$ cat config.mk
export PLATFORM = sky130hd
export DESIGN_NAME = decodeStage
export DESIGN_NICKNAME = d
export VERILOG_FILES = /design/src/procPkg.sv /design/src/decodeStage.sv
export SDC_FILE = /design/constraint.sdc
export NUM_CORES = 1
export LEC_CHECK = 0
export ABC_AREA = 1
export BUFFER_PORTS_ARGS = -buffer_cell sky130_fd_sc_hd__buf_4
export CAP_MARGIN = 15
export CORE_MARGIN = 5
export CORE_UTILIZATION = 34
export DETAILED_ROUTE_END_ITERATION = 16
export PLACE_DENSITY_LB_ADDON = 0.15
export SLEW_MARGIN = 30
export SYNTH_ARGS = -nofsm -noshare
export SYNTH_HDL_FRONTEND = slang
export SYNTH_SLANG_ARGS = --single-unit
$ cat constraint.sdc
create_clock -name clk -period 1.4 [get_ports clk]
set_input_delay 0.07 -clock clk [delete_from_list [all_inputs] [get_ports clk]]
set_output_delay 0.07 -clock clk [all_outputs]
set_load 0.03 [all_outputs]
$ cat src/procPkg.sv
package procPkg;

   localparam int dataWidth = 16;
   localparam int memDepth = 256;
   localparam int addrWidth = $clog2(memDepth);
   localparam int regAddrWidth = 3;

   // APB byte addresses, each memory window spans 1 KB
   localparam logic [11:0] ctrlAddr = 12'h000;
   localparam logic [11:0] statusAddr = 12'h004;
   localparam logic [11:0] imemBase = 12'h400;
   localparam logic [11:0] dmemBase = 12'h800;

   // codes 9 to 14 are illegal
   typedef enum logic [3:0] {
      opAdd  = 4'd0,
      opSub  = 4'd1,
      opAnd  = 4'd2,
      opXor  = 4'd3,
      opAddi = 4'd4,
      opLbi  = 4'd5,
      opLd   = 4'd6,
      opSt   = 4'd7,
      opBeqz = 4'd8,
      opHalt = 4'd15
   } opcodeT;

   typedef struct packed {
      opcodeT opcode;
      logic [regAddrWidth-1:0] rd;
      logic [regAddrWidth-1:0] rs;
      logic [regAddrWidth-1:0] rt;
      logic [2:0] spare;
   } rTypeT;

   typedef struct packed {
      opcodeT opcode;
      logic [regAddrWidth-1:0] rd;
      logic [regAddrWidth-1:0] rs;
      logic signed [5:0] imm;
   } iTypeT;

   typedef struct packed {
      opcodeT opcode;
      logic [regAddrWidth-1:0] rd;
      logic signed [8:0] imm;
   } lTypeT;

   // one instruction word, three ways to read its fields
   typedef union packed {
      rTypeT rType;
      iTypeT iType;
      lTypeT lType;
   } instrT;

   typedef struct packed {
      logic valid;
      logic [addrWidth-1:0] pc;
      instrT instr;
   } ifIdT;

   typedef struct packed {
      logic valid;
      opcodeT op;
      logic [regAddrWidth-1:0] rd;
      logic [regAddrWidth-1:0] rs;
      logic [regAddrWidth-1:0] rt;
      logic [dataWidth-1:0] srcA;
      logic [dataWidth-1:0] srcB;
      logic [dataWidth-1:0] imm;
      logic regWrite;
      logic memRead;
      logic memWrite;
      logic branch;
      logic halt;
      logic [addrWidth-1:0] pc;
   } idExT;

   typedef struct packed {
      logic valid;
      logic [regAddrWidth-1:0] rd;
      logic [dataWidth-1:0] result;
      logic [dataWidth-1:0] storeData;
      logic regWrite;
      logic memRead;
      logic memWrite;
      logic halt;
   } exMemT;

   typedef struct packed {
      logic valid;
      logic [regAddrWidth-1:0] rd;
      logic [dataWidth-1:0] wbData;
      logic regWrite;
      logic halt;
      logic err;
   } memWbT;

   typedef struct packed {
      logic [addrWidth-1:0] addr;
      logic [dataWidth-1:0] wdata;
      logic imemWe;
      logic dmemWe;
   } hostReqT;

endpackage

$ cat src/decodeStage.sv
module decodeStage (
   input  logic clk,
   input  logic rstN,
   input  logic run,
   input  procPkg::ifIdT ifId,
   input  procPkg::memWbT memWb,
   input  logic flush,
   output logic stall,
   output procPkg::idExT idEx
);
   import procPkg::*;

   logic [dataWidth-1:0] regs [1 << regAddrWidth];
   opcodeT op;
   logic signed [5:0] imm6;
   logic signed [8:0] imm9;
   logic useA;
   logic useB;
   logic wbHit;
   idExT dec;

   assign op = ifId.instr.rType.opcode;
   assign imm6 = ifId.instr.iType.imm;
   assign imm9 = ifId.instr.lType.imm;
   assign wbHit = memWb.valid && memWb.regWrite;

   always_comb begin
      dec = '0;
      dec.valid = ifId.valid;
      dec.op = op;
      dec.pc = ifId.pc;
      dec.rd = ifId.instr.rType.rd;
      dec.rs = ifId.instr.rType.rs;
      dec.rt = ifId.instr.rType.rt;
      useA = 1'b0;
      useB = 1'b0;
      case (op)
         opAdd, opSub, opAnd, opXor: begin
            dec.regWrite = 1'b1;
            useA = 1'b1;
            useB = 1'b1;
         end
         opAddi, opLd: begin
            dec.regWrite = 1'b1;
            dec.memRead = (op == opLd);
            dec.imm = {{(dataWidth - 6){imm6[5]}}, imm6};
            useA = 1'b1;
         end
         opSt: begin
            // store data sits in rd, it travels as the second operand
            dec.rt = ifId.instr.iType.rd;
            dec.memWrite = 1'b1;
            dec.imm = {{(dataWidth - 6){imm6[5]}}, imm6};
            useA = 1'b1;
            useB = 1'b1;
         end
         opLbi: begin
            dec.regWrite = 1'b1;
            dec.imm = {{(dataWidth - 9){imm9[8]}}, imm9};
         end
         opBeqz: begin
            dec.rt = ifId.instr.lType.rd;
            dec.branch = 1'b1;
            dec.imm = {{(dataWidth - 9){imm9[8]}}, imm9};
            useB = 1'b1;
         end
         // HALT and every undefined opcode stop the core at writeback
         default: dec.halt = 1'b1;
      endcase
      // writeback lands in the same cycle, take its value directly
      dec.srcA = (wbHit && memWb.rd == dec.rs) ? memWb.wbData : regs[dec.rs];
      dec.srcB = (wbHit && memWb.rd == dec.rt) ? memWb.wbData : regs[dec.rt];
   end

   // load in execute whose result this instruction needs right away
   assign stall = ifId.valid && idEx.valid && idEx.memRead &&
                  ((useA && idEx.rd == dec.rs) || (useB && idEx.rd == dec.rt));

   always_ff @(posedge clk) begin
      if (wbHit) begin
         regs[memWb.rd] <= memWb.wbData;
      end
   end

   always_ff @(posedge clk or negedge rstN) begin
      if (!rstN) begin
         idEx <= '0;
      end else if (!run || flush || stall) begin
         idEx <= '0;
      end else begin
         idEx <= dec;
      end
   end

   assert property (@(posedge clk) disable iff (!rstN) !(idEx.memRead && idEx.memWrite));

endmodule

## Word level (Yosys, flattened, before mapping)

Memory sizes are Yosys's and may differ from the RTL's.
Index checks and enable logic that the tools add are counted.

| storage, ports and cells | value |
|---|---|
| bits in read-only memories | 0 |
| bits in writable memories | 128 |
| memories kept | 1 |
| bits in latches | 0 |
| word-level logic and storage cells | 62 |
| flip-flop bits (word level) | 75 |
| output and inout port bits | 76 |

Memories:

| memory | words | bits a word | rd ports | clocked after Yosys merged registers in | write ports | RTL line | text |
|---|---|---|---|---|---|---|---|
| regs | 8 | 16 | 2 | 0 | 1 | decodeStage.sv:13 | `logic [dataWidth-1:0] regs [1 << regAddrWidth];` |

| cells by class | value |
|---|---|
| bitwise operators | 0 |
| add/sub/neg operators | 0 |
| magnitude comparators | 0 |
| div/mod/pow operators | 0 |
| mux-type cells | 14 |
| equality and inequality tests | 12 |
| shifts and indexed selects | 0 |
| reductions and logical operators | 21 |
| $mul | 0 |

Operators with widths:

| operator | number |
|---|---|
| $mux 75 | 1 |
| $mux 16 | 2 |
| $pmux 16 s2 | 1 |
| $eq 4x3->1 const B | 4 |
| $reduce_or 7->1 | 2 |
| $eq 3x3->1 | 4 |
| $mux 1 | 9 |
| $reduce_or 9->1 | 1 |
| $eq 4x2->1 const B | 2 |
| $logic_and 1x1->1 | 8 |
| $reduce_or 2->1 | 3 |
| $reduce_or 6->1 | 1 |
| $eq 4x1->1 const B | 1 |
| $eq 4x4->1 const B | 1 |
| $logic_not 4->1 | 1 |
| $logic_or 1x1->1 | 3 |
| $mux 3 | 1 |
| $reduce_or 3->1 | 1 |
| $logic_not 1->1 | 1 |

## Logic depth before layout (Yosys ltp)

Gate-level depths: netlist of run 1.

| logic depth | value |
|---|---|
| word-level depth | 9 |
| depth in mapped cells | 16 |
| depth with buffers taken out | 14 |

## Worst setup path before layout of run 1

OpenSTA, ideal clock, no wires.

| timing | value |
|---|---|
| path kind | input-to-reg |
| start point | input port ifId[7] in the netlist's numbering |
| end point | register idEx[47] in the netlist's numbering |
| data arrival time | 1.372 ns |
| cell stages on the path | 9 |
| library setup time | 0.121 ns |
| slack | -0.094 ns |
| data required time | 1.279 ns |
| buffers on the path | 2 |
| cells stage by stage | clkbuf_1 > clkinv_1 > o22ai_1 > a21oi_1 > nand3_1 > clkbuf_1 > o211ai_1 > o21ai_0 > nor2_1 |

| on the way | value |
|---|---|
| cells in the longest elaborated chain, start to end | 6 |
| elaborated cells between the ends (all ways) | 10 |

RTL lines:

| item | RTL line | text |
|---|---|---|
| start, declared | decodeStage.sv:5 | `input procPkg::ifIdT ifId,` |
| parallel branches: the longest is 5 deep, another holds $mem_v2 8x16 | - |  |
| $mux 75 * | decodeStage.sv:88 | `end else if (!run \|\| flush \|\| stall) begin` |
| end signal, assigned | decodeStage.sv:87 | `idEx <= '0;` |
| end signal, assigned | decodeStage.sv:89 | `idEx <= '0;` |
| end signal, assigned | decodeStage.sv:91 | `idEx <= dec;` |
| end, declared | decodeStage.sv:9 | `output procPkg::idExT idEx` |

Every way passes the cells marked *.

## Worst setup path after layout of run 1

| timing | value |
|---|---|
| start point | register idEx[67] in the netlist's numbering |
| end point | output port stall |

| on the way | value |
|---|---|
| cells in the longest elaborated chain, start to end | 4 |
| elaborated cells between the ends (all ways) | 6 |

RTL lines:

| item | RTL line | text |
|---|---|---|
| $eq 3x3->1 | decodeStage.sv:77 | `((useA && idEx.rd == dec.rs) \|\| (useB && idEx.rd == dec.rt));` |
| $logic_and 1x1->1 | decodeStage.sv:77 |  |
| $logic_or 1x1->1 * | decodeStage.sv:77 |  |
| $logic_and 1x1->1 * | decodeStage.sv:76 | `assign stall = ifId.valid && idEx.valid && idEx.memRead &&` |
| end, declared | decodeStage.sv:8 | `output logic stall,` |

Mark *: on every way between the ends. The rest lies on a longest branch, timed or not.

==> impl_metrics.tcl, run 1 <==
set metrics [dict create \
    status "finished with violations" \
    violations "setup timing" \
    detailroute.via_count 8203 \
    critical_path.max_stage_delay_ns 0.46 \
    antenna_found_initial 0 \
    initial_core_utilization_pct 34.7 \
    fp-row-count 59 \
    fillCellCount 2429 \
    maximum_number_of_pins_on_one_net_before_global_route_repair 36 \
    hold_class "in2reg" \
    power.static_leakage_uw 0.00551 \
    floorplan.io_pins 128 \
    global_route.usage.total_pct 20.7 \
    report.final.hold_viol_count 0 \
    p_per_area_mw_per_mm2 1090 \
    crit_path_frequent_cell "sky130_fd_sc_hd__buf_6" \
    share_of_the_clock_period_used_by_the_worst_path_after_layout_pct 119 \
    htree_num_levels 4 \
    layout_cell_share_with_drive_strength_beyond_1_pct 26.1 \
    reg2regPathDepth 12 \
    ctsLongestPathBuffers 2 \
    whs_endpoint "idEx[67]" \
    timing.critical_path.arrival_ns 1.59 \
    width_of_the_die_um 174 \
    max_layer_used "met4" \
    layout-area-overhead-vs-synth_pct 37.6 \
    n_antenna_cell 0 \
    synth_area_leader_cell "sky130_fd_sc_hd__edfxtp_1" \
    grt_first_pass_wirelength_um 48400 \
    syn-num-nets 1012 \
    crit_path_max_fanout 4 \
    r2r_end "idEx[6]" \
    synth_area_per_cell_um2 9.48 \
    die_y_um 174 \
    grt-ovfl-total 0 \
    slew_worst_pin_ns 0.707 \
    finalCoreUtilization_pct 47.8 \
    met1_length_um 13700 \
    hp-start "ifId[9]" \
    synth-seq-area-share_pct 60.9 \
    end_kind "output pin" \
    vias_per_cell 5.32 \
    finalSetupViolations 68 \
    met2_wirelength_um 14200 \
    post-route-min-period_ns 1.66 \
    worst_setup_slack_final_ns -0.263 \
    worst_ir_drop_vdd_mv 0.842 \
    numClockSinks 196 \
    fin_skew_ns 0.0113 \
    floorplan.die_area_mm2 0.0301 \
    crit_required_ns 1.33 \
    clock_tree_from_tritoncts "yes" \
    yosys-top-cells-area "sky130_fd_sc_hd__edfxtp_1, sky130_fd_sc_hd__dfrtp_1, sky130_fd_sc_hd__nand3_1" \
    wl_per_cell_um 20.3 \
    grt_pass1_vias 8020 \
    min_delay_path_depth 4 \
    top_cell_type_s_share_of_synthesized_area_pct 42.2 \
    finalWirelength_um 31300 \
    slew_headroom_pct 52.7 \
    placed_cell_area_mm2 0.0112 \
    antenna_left 0 \
    detailedRoute.firstIterationViolations 983 \
    drv_slew 0 \
    core-area_mm2 0.0262 \
    io_buffers 125 \
    cp_cell_sequence "xnor2_2, nand4_1, nand2_1, nand2_2, buf_6, inv_2, buf_6" \
    routabilityCongestion 0.850 \
    cts_root_buf "sky130_fd_sc_hd__clkbuf_16" \
    skew_pair_late_insertion_delay_ns 0.44 \
    criticalPathCategory "reg2out" \
    max_cap_violations 0 \
    synth.cell_area_mm2 0.00910 \
    wl_met3_um 2780 \
    postSynthCellCount 960 \
    reg2reg_setup_slack_ns -0.21 \
    cts_buffers 17 \
    final_area_mm2 0.0125 \
    overall_power_of_the_completed_layout_uw 13700 \
    place_hpwl_um 20700 \
    firstDrtPassIters 7 \
    postSynthRegisterBits 196 \
    synth.distinct_cells 30 \
    detail_route.drc_violations 0 \
    yosysWarningCount 0 \
    timing.critical_path.slowest_stage_cell "sky130_fd_sc_hd__dfrtp_2" \
    clock_pin_slew_reported_for_the_worst_setup_and_hold_paths_after_clock_tree_synthesis_ns 0.08 \
    max_freq_mhz 601 \
    r2r_start "idEx[67]" \
    rsz0062_at_grt "true" \
    final_nets 1245 \
    setup.worst_path.start_class "register" \
]
## sequential cells by signal (all words and copies together), names as in the netlist
name,cells
idEx,68
regs,128
## synthesized netlist by cell type (all sizes together)
cell,count
edfxtp,128
o221ai,16
a22o,8
nand3,213
o21ai,41
nand3b,1
inv,49
dfrtp,68
o211ai,9
clkbuf,40
nand2,190
a21oi,22
buf,30
o22ai,1
clkinv,2
nor3,1
xnor2,4
o31ai,1
nand4,1
nor2,127
a31oi,8
## critical path: cells and delay by family (launching register included)
| kind | cells | cell delay, ns |
|---|---|---|
| XOR/XNOR | 1 | 0.16 |
| buffers and inverters | 3 | 0.27 |
| flip-flops | 1 | 0.46 |
| AND/OR/NAND/NOR | 3 | 0.27 |
## through the flow
step	cells	hold slack, ns	TNS [ns]	worst slack, ns
after floorplan	960	-0.226	-0.639	-0.0309
after global placement	1458	0.0417	-28.34	-0.447
after detailed placement	1458	0.0497	-30.53	-0.481
final	1541	0.0388	-10.52	-0.263
after CTS	1540	0.0228	-10.87	-0.284
after global routing	1541	0.0535	-18.96	-0.369
## placed cells by master (no fill, tap or decap), drive strengths merged
cell and n:
a21oi 22, a22o 8, a31oi 8, buf 245
bufbuf 1, clkbuf 18, clkinv 11, clkinvlp 1
dfrtp 68, dlygate4sd3 37, edfxtp 128, inv 53
nand2 191, nand3 213, nand3b 1, nand4 1
nor2 127, nor3 1, o211ai 9, o21ai 41
o221ai 16, o22ai 1, o31ai 1, xnor2 4
## routing by layer
layer,global-route usage (%),vias to the layer above
met5,0,-
met4,5.84,0
met3,4.01,49
met2,32.5,458
met1,29.4,3927
li1,-,3769
## power by group
group / switching, uW / leakage (uW) / internal [uW]
Combinational: 1390 / 0.00314 / 930
Clock: 2450 / 0.000294 / 2500
Sequential: 70.8 / 0.00207 / 6340
Total: 3900 / 0.00551 / 9770
## worst max-delay path by stage
stage / startpoint / endpoint / slack [ns] / depth (start not counted)
6_report: idEx[67] / stall / -0.26 / 7
5_1_grt: idEx[68] / stall / -0.37 / 9
4_1_cts: idEx[67] / stall / -0.28 / 9
3_5_place_dp: ifId[15] / idEx[66] / -0.48 / 15
3_3_place_gp: ifId[15] / idEx[32] / -0.45 / 15
2_1_floorplan: ifId[15] / idEx[62] / -0.03 / 16
## what timing repair did
action / CTS / global route
endpoints found under the hold margin: 205 / 0
gates cloned: 6 / 0
buffers inserted: 7 / 1
hold buffers: 37 / 0
endpoints found under the setup margin: 67 / 70
resized for setup: 21 / 1
pin swaps: 7 / 5
## final cells by class
class | instances | area (um^2) | share of cell area (%)
Inverter | 51 | 211 | 1.69
Timing Repair Buffer | 283 | 2610 | 20.8
Sequential cell | 196 | 5550 | 44.3
Clock buffer | 18 | 450 | 3.60
Tap cell | 335 | 419 | 3.35
Multi-Input combinational cell | 644 | 3120 | 24.9
Clock inverter | 14 | 161 | 1.29
## cells by family (layout without fill, tap and decap cells)
family / Yosys count / count (layout) / synth area share, %
buffers and inverters: 121 / 366 / 5.77
flip-flops: 196 / 196 / 60.9
AO/OA/AOI/OAI: 106 / 106 / 7.22
AND/OR/NAND/NOR: 533 / 534 / 25.7
XOR/XNOR: 4 / 4 / 0.385
Note: power is estimated with default switching activity, not from simulation.
==> run 2: changes to the inputs <==
Clock period 1.4 ns to 1.65 ns, I/O delays scaled along.
==> run 2 against run 1 <==
  * The flow now finishes without violations
  * Combinational power decreased by 21%
  * Sequential power decreased by 15%
  * Sequential share of layout area increased by 2.2 points
  * Global-route usage decreased by 1.1 points
  * Clock skew about the same
  * Sequential cell count unchanged
  * Setup slack improved by 0.32 ns
  * Count of clock-buffer cells in the layout increased by 1
  * Power decreased by 17%
  * Register-to-register slack improved by 0.43 ns
  * Hold slack got worse by 0.023 ns
  * Non-clock buffer count decreased by 44
  * Critical path type unchanged
==> impl_metrics.tcl, run 2 (synthesis gave the netlist of run 1 again) <==
set metrics [dict create \
    final_area_mm2 0.0119 \
    cts_root_buf "sky130_fd_sc_hd__clkbuf_16" \
    grt-ovfl-total 0 \
    timing.critical_path.arrival_ns 1.51 \
    ctsLongestPathBuffers 2 \
    core-area_mm2 0.0262 \
    setup.worst_path.start_class "register" \
    criticalPathCategory "reg2out" \
    finalSetupViolations 0 \
    fin_skew_ns 0.0117 \
    met1_length_um 13200 \
    grt_pass1_vias 7634 \
    layout_common_cells "sky130_fd_sc_hd__nand3_1, sky130_fd_sc_hd__nand2_1, sky130_fd_sc_hd__buf_4" \
    fp-row-count 59 \
    slew_headroom_pct 63.4 \
    p_seq_share_pct 48.0 \
    clock_pin_slew_reported_for_the_worst_setup_and_hold_paths_after_clock_tree_synthesis_ns 0.08 \
    skew_pair_late_insertion_delay_ns 0.44 \
    largestRegisters "regs: 128 flops, idEx: 68 flops" \
    detailedRoute.firstIterationViolations 716 \
    finalWirelength_um 29900 \
    final.hold.worst_slack_ns 0.0155 \
    crit_path_max_fanout 4 \
    largest_register "regs" \
    wl_per_cell_um 20.0 \
    antenna_found_initial 0 \
    floorplan.die_area_mm2 0.0301 \
    routabilityCongestion 0.820 \
    power_switching_uw 3200 \
    sw_frac_of_total_pct 28.3 \
    detailroute.via_count 7886 \
    floorplan.io_pins 128 \
    maximum_number_of_pins_on_one_net_before_global_route_repair 67 \
    worst_ir_drop_vdd_mv 0.726 \
    p_per_area_mw_per_mm2 948 \
    wl_met3_um 2660 \
    report.final.hold_viol_count 0 \
    layout_cell_share_with_drive_strength_beyond_1_pct 22.4 \
    cts_buffers 17 \
    hold_class "in2reg" \
    grt_first_pass_wirelength_um 45800 \
    p_int_uw 8110 \
    htree_num_levels 4 \
    critical_path.max_stage_delay_ns 0.42 \
    layout-area-overhead-vs-synth_pct 31.2 \
    place_hpwl_um 19300 \
    met2_wirelength_um 13600 \
    global_route.usage.total_pct 19.6 \
    placed_cell_area_mm2 0.0110 \
    drv_slew 0 \
    clock_tree_from_tritoncts "yes" \
    crit_required_ns 1.57 \
    most_frequent_standard_cell_in_the_layout_excluding_fill_and_tap_cells "sky130_fd_sc_hd__nand3_1" \
    share_of_the_clock_period_used_by_the_worst_path_after_layout_pct 96.5 \
    status "completed" \
    firstDrtPassIters 6 \
    fillCellCount 2523 \
    combinationalPowerShare_pct 16.2 \
    detail_route.drc_violations 0 \
    die_y_um 174 \
    numClockSinks 196 \
    vias_per_cell 5.27 \
    antenna_left 0 \
    share_clk_of_total_power_pct 35.7 \
    end_kind "output pin" \
    timing.critical_path.slowest_stage_cell "sky130_fd_sc_hd__dfrtp_2" \
    power.static_leakage_uw 0.00520 \
    cp_cell_sequence "inv_1, nand3_1, nand2_1, nor2_1, nand2_1, nand2_1, nand2_2, inv_2, buf_6" \
    max_freq_mhz 628 \
    regArea_mm2 0.00555 \
    slew_worst_pin_ns 0.549 \
    final_nets 1200 \
    post-route-min-period_ns 1.59 \
    rsz0062_at_grt "true" \
    n_antenna_cell 0 \
    initial_core_utilization_pct 34.7 \
    max_layer_used "met4" \
    area_of_combinational_cells_with_multiple_inputs_mm2 0.00306 \
    max_cap_violations 0 \
    io_buffers 125 \
    width_of_the_die_um 174 \
    flip_flop_count_of_the_largest_register_all_copies_and_words_added 128 \
    crit_path_frequent_cell "sky130_fd_sc_hd__nand2_1" \
]
run 2: timing repair:
| action | CTS | global route |
|---|---|---|
| endpoints found under the setup margin | 1 | 1 |
| hold buffers | 39 | 0 |
| gates resized for setup | 1 | 9 |
| pin swaps | 0 | 6 |
| setup buffers | 1 | 0 |
| cloned | 0 | 0 |
| hold endpoints to repair | 188 | 0 |
run 2: routing by layer:
layer,vias up,GRT usage [%]
met3,38,4.12
li1,3680,-
met1,3769,28.0
met5,-,0
met2,399,30.3
met4,0,5.67
run 2: power by group through the flow:
stage / combinational, uW / sequential, uW / clock, uW
finish: 1840 / 5440 / 4040
global route: 1990 / 5450 / 4330
CTS: 1830 / 5440 / 4140
detailed placement: 1750 / 5540 / 0
global placement: 1740 / 5540 / 0
floorplan: 757 / 5690 / 0
run 2: metrics by stage:
step / util (%) / instances / setup TNS (ns) / setup slack [ns] / power, uW
6_report: 45.6 / 1496 / 0 / 0.0583 / 11300
5_1_grt: 45.6 / 1496 / -0.0527 / -0.0527 / 11800
4_1_cts: 45.4 / 1496 / 0 / 0.00199 / 11400
3_5_place_dp: 41.8 / 1424 / -11.39 / -0.228 / 7290
3_3_place_gp: 41.8 / 1424 / -10.38 / -0.197 / 7290
2_1_floorplan: - / 960 / 0 / 0.144 / 6450
run 2: worst max-delay path: cells and delay by family, from the launching register on:
family,cells,cell delay [ns]
buffers and inverters,3,0.22
flip-flops,1,0.42
AND/OR/NAND/NOR,6,0.43
run 2: cell type report:
type	instances	share of cell area (%)
Clock buffer	19	3.71
Sequential cell	196	46.5
Multi-Input combinational cell	643	25.6
Clock inverter	13	0.975
Timing Repair Buffer	239	18.1
Inverter	51	1.60
Tap cell	335	3.51
run 2: path summary, 6_finish.rpt:
path                                 start        to  slack, ns  cells after the start
worst max-delay path              idEx[67]     stall       0.06                      9
worst min-delay path                 flush  idEx[11]       0.02                      4
worst max register to register    idEx[67]  idEx[40]       0.22                     10
worst min register to register  regs[4][4]  idEx[33]       0.76                      6
max in group asynchronous             rstN   idEx[9]       0.83                      3
min in group asynchronous             rstN   idEx[4]       0.18                      2
==> run 3: changes to the inputs <==
Settings changed: CORE_ASPECT_RATIO set to 1.2.
==> run 3 against run 2 <==
  * Register-to-register slack got worse by 0.10 ns
  * Sequential share of layout area decreased by 0.50 points
  * Clock power increased by 3%
  * Maximum frequency increased by 0.67%
  * Final area increased by 1.1%
  * Non-clock buffer count increased by 7
  * Sequential power about the same
  * Clock skew decreased by 0.0033 ns
  * Critical path type is now in2out
  * Largest cell class unchanged
  * Highest routed layer unchanged
==> impl_metrics.tcl, run 3 (synthesis gave the netlist of run 1 again) <==
set metrics [dict create \
    status "completed" \
    dp_slack_ns -0.239 \
    grt_pass1_vias 7800 \
    worst_setup_slack_final_ns 0.0689 \
    final_nets 1207 \
    place_hpwl_um 19500 \
    numClockSinks 196 \
    worst_ir_drop_vdd_mv 0.585 \
    share_of_the_clock_period_used_by_the_worst_path_after_layout_pct 95.8 \
    met1_length_um 13900 \
    fp-row-count 65 \
    placed_cell_area_mm2 0.0110 \
    floorplan.io_pins 128 \
    crit_path_max_fanout 2 \
    finalCoreUtilization_pct 45.8 \
    die_y_um 189 \
    width_of_the_die_um 159 \
    largestRegisters "regs: 128 flops, idEx: 68 flops" \
    fin_skew_ns 0.00844 \
    initial_core_utilization_pct 34.5 \
    wl_per_cell_um 20.9 \
    max_cap_violations 0 \
    floorplan.die_area_mm2 0.0302 \
    setup.worst_path.start_class "primary input" \
    end_kind "output pin" \
    global_route.usage.total_pct 20.2 \
    ctsLongestPathBuffers 2 \
    detail_route.drc_violations 0 \
    detailedRoute.firstIterationViolations 776 \
    criticalPathCategory "in2out" \
    post-route-min-period_ns 1.58 \
    finalWirelength_um 31400 \
    cts_buffers 17 \
    max_freq_mhz 632 \
    layout-area-overhead-vs-synth_pct 32.6 \
    slew_worst_pin_ns 0.490 \
    p_per_area_mw_per_mm2 949 \
    htree_num_levels 4 \
    hold_class "in2reg" \
    layout_common_cells "sky130_fd_sc_hd__nand3_1, sky130_fd_sc_hd__nand2_1, sky130_fd_sc_hd__buf_4" \
    grt_first_pass_wirelength_um 47000 \
    skew_pair_late_insertion_delay_ns 0.45 \
    maximum_number_of_pins_on_one_net_before_global_route_repair 52 \
    overall_power_of_the_completed_layout_uw 11400 \
    report.final.hold_viol_count 0 \
    grt-ovfl-total 0 \
    antenna_found_initial 0 \
    drv_slew 0 \
    finalSetupViolations 0 \
    clock_tree_from_tritoncts "yes" \
    crit_required_ns 1.57 \
    io_buffers 125 \
    flip_flop_count_of_the_largest_register_all_copies_and_words_added 128 \
    layout_cell_share_with_drive_strength_beyond_1_pct 22.3 \
    wl_met3_um 2280 \
    largest_register "regs" \
    most_frequent_standard_cell_in_the_layout_excluding_fill_and_tap_cells "sky130_fd_sc_hd__nand3_1" \
    timing.critical_path.arrival_ns 1.50 \
    met2_wirelength_um 14400 \
    routabilityCongestion 0.822 \
    slew_headroom_pct 67.0 \
    firstDrtPassIters 6 \
    max_layer_used "met4" \
    final_area_mm2 0.0121 \
    n_antenna_cell 0 \
    antenna_left 0 \
    power.static_leakage_uw 0.00524 \
    cts_root_buf "sky130_fd_sc_hd__clkbuf_16" \
    rsz0062_at_grt "true" \
    core-area_mm2 0.0264 \
    vias_per_cell 5.33 \
    detailroute.via_count 8015 \
    clock_pin_slew_reported_for_the_worst_setup_and_hold_paths_after_clock_tree_synthesis_ns 0.07 \
]
## run 3: changes by cell type in the layout (fill, tap and decap cells not counted), sizes merged, moves of 2 or more
cell / delta
clkinvlp: +4
bufinv: +2
inv: -6
buf: +6
## run 3: final cells by class
class	count	area, um^2
Tap cell	335	419
Clock buffer	18	429
Sequential cell	196	5550
Clock inverter	14	153
Multi-Input combinational cell	643	3050
Fill cell	2519	14300
Timing Repair Buffer	246	2280
Inverter	51	191
## run 3: per-layer routing
metal	up-vias	track usage, %
li1	3687	-
met1	3909	27.6
met2	372	32.2
met3	47	4.11
met4	0	7.09
met5	-	0
## run 3: path summary, 6_finish.rpt
kind / startpoint / to / slack [ns] / cells after the start
max: ifId[11] / stall / 0.07 / 12
min: ifId[13] / idEx[71] / 0.02 / 4
max reg2reg: idEx[69] / idEx[59] / 0.12 / 11
min reg2reg: regs[7][4] / idEx[33] / 0.74 / 6
max in group asynchronous: rstN / idEx[37] / 0.96 / 3
min in group asynchronous: rstN / idEx[51] / 0.09 / 2
## run 3: critical path, stage by stage
cell and delay [ns]:
sky130_fd_sc_hd__dlygate4sd3_1 0.56, sky130_fd_sc_hd__buf_4 0.15, sky130_fd_sc_hd__inv_1 0.07, sky130_fd_sc_hd__nand2_1 0.05, sky130_fd_sc_hd__nand3_1 0.08, sky130_fd_sc_hd__nand2_1 0.06, sky130_fd_sc_hd__nor2_2 0.09, sky130_fd_sc_hd__nand2_1 0.06
sky130_fd_sc_hd__nand2_1 0.07, sky130_fd_sc_hd__nand2_2 0.06, sky130_fd_sc_hd__inv_2 0.05, sky130_fd_sc_hd__buf_6 0.12
## run 3: metrics by stage
stage          TNS, ns  instances  hold slack (ns)
2_1_floorplan        0        960           -0.213
3_5_place_dp    -13.13       1426           0.0168
3_3_place_gp    -11.98       1426           0.0149
5_1_grt        -0.0564       1503           0.0138
6_report             0       1503           0.0221
4_1_cts              0       1498          0.00385
## run 3: timing repair
action	4_1_cts	5_1_grt
gates cloned	0	3
pin swaps	5	5
buffers inserted	2	2
hold endpoints to repair	223	0
hold buffers	38	0
setup endpoints to repair	1	69
gates resized for setup	1	8
## run 3: report_power, final
| part | switching [uW] | internal (uW) | total, uW |
|---|---|---|---|
| logic | 1130 | 719 | 1850 |
| registers | 60.1 | 5380 | 5440 |
| clock network | 1910 | 2250 | 4150 |
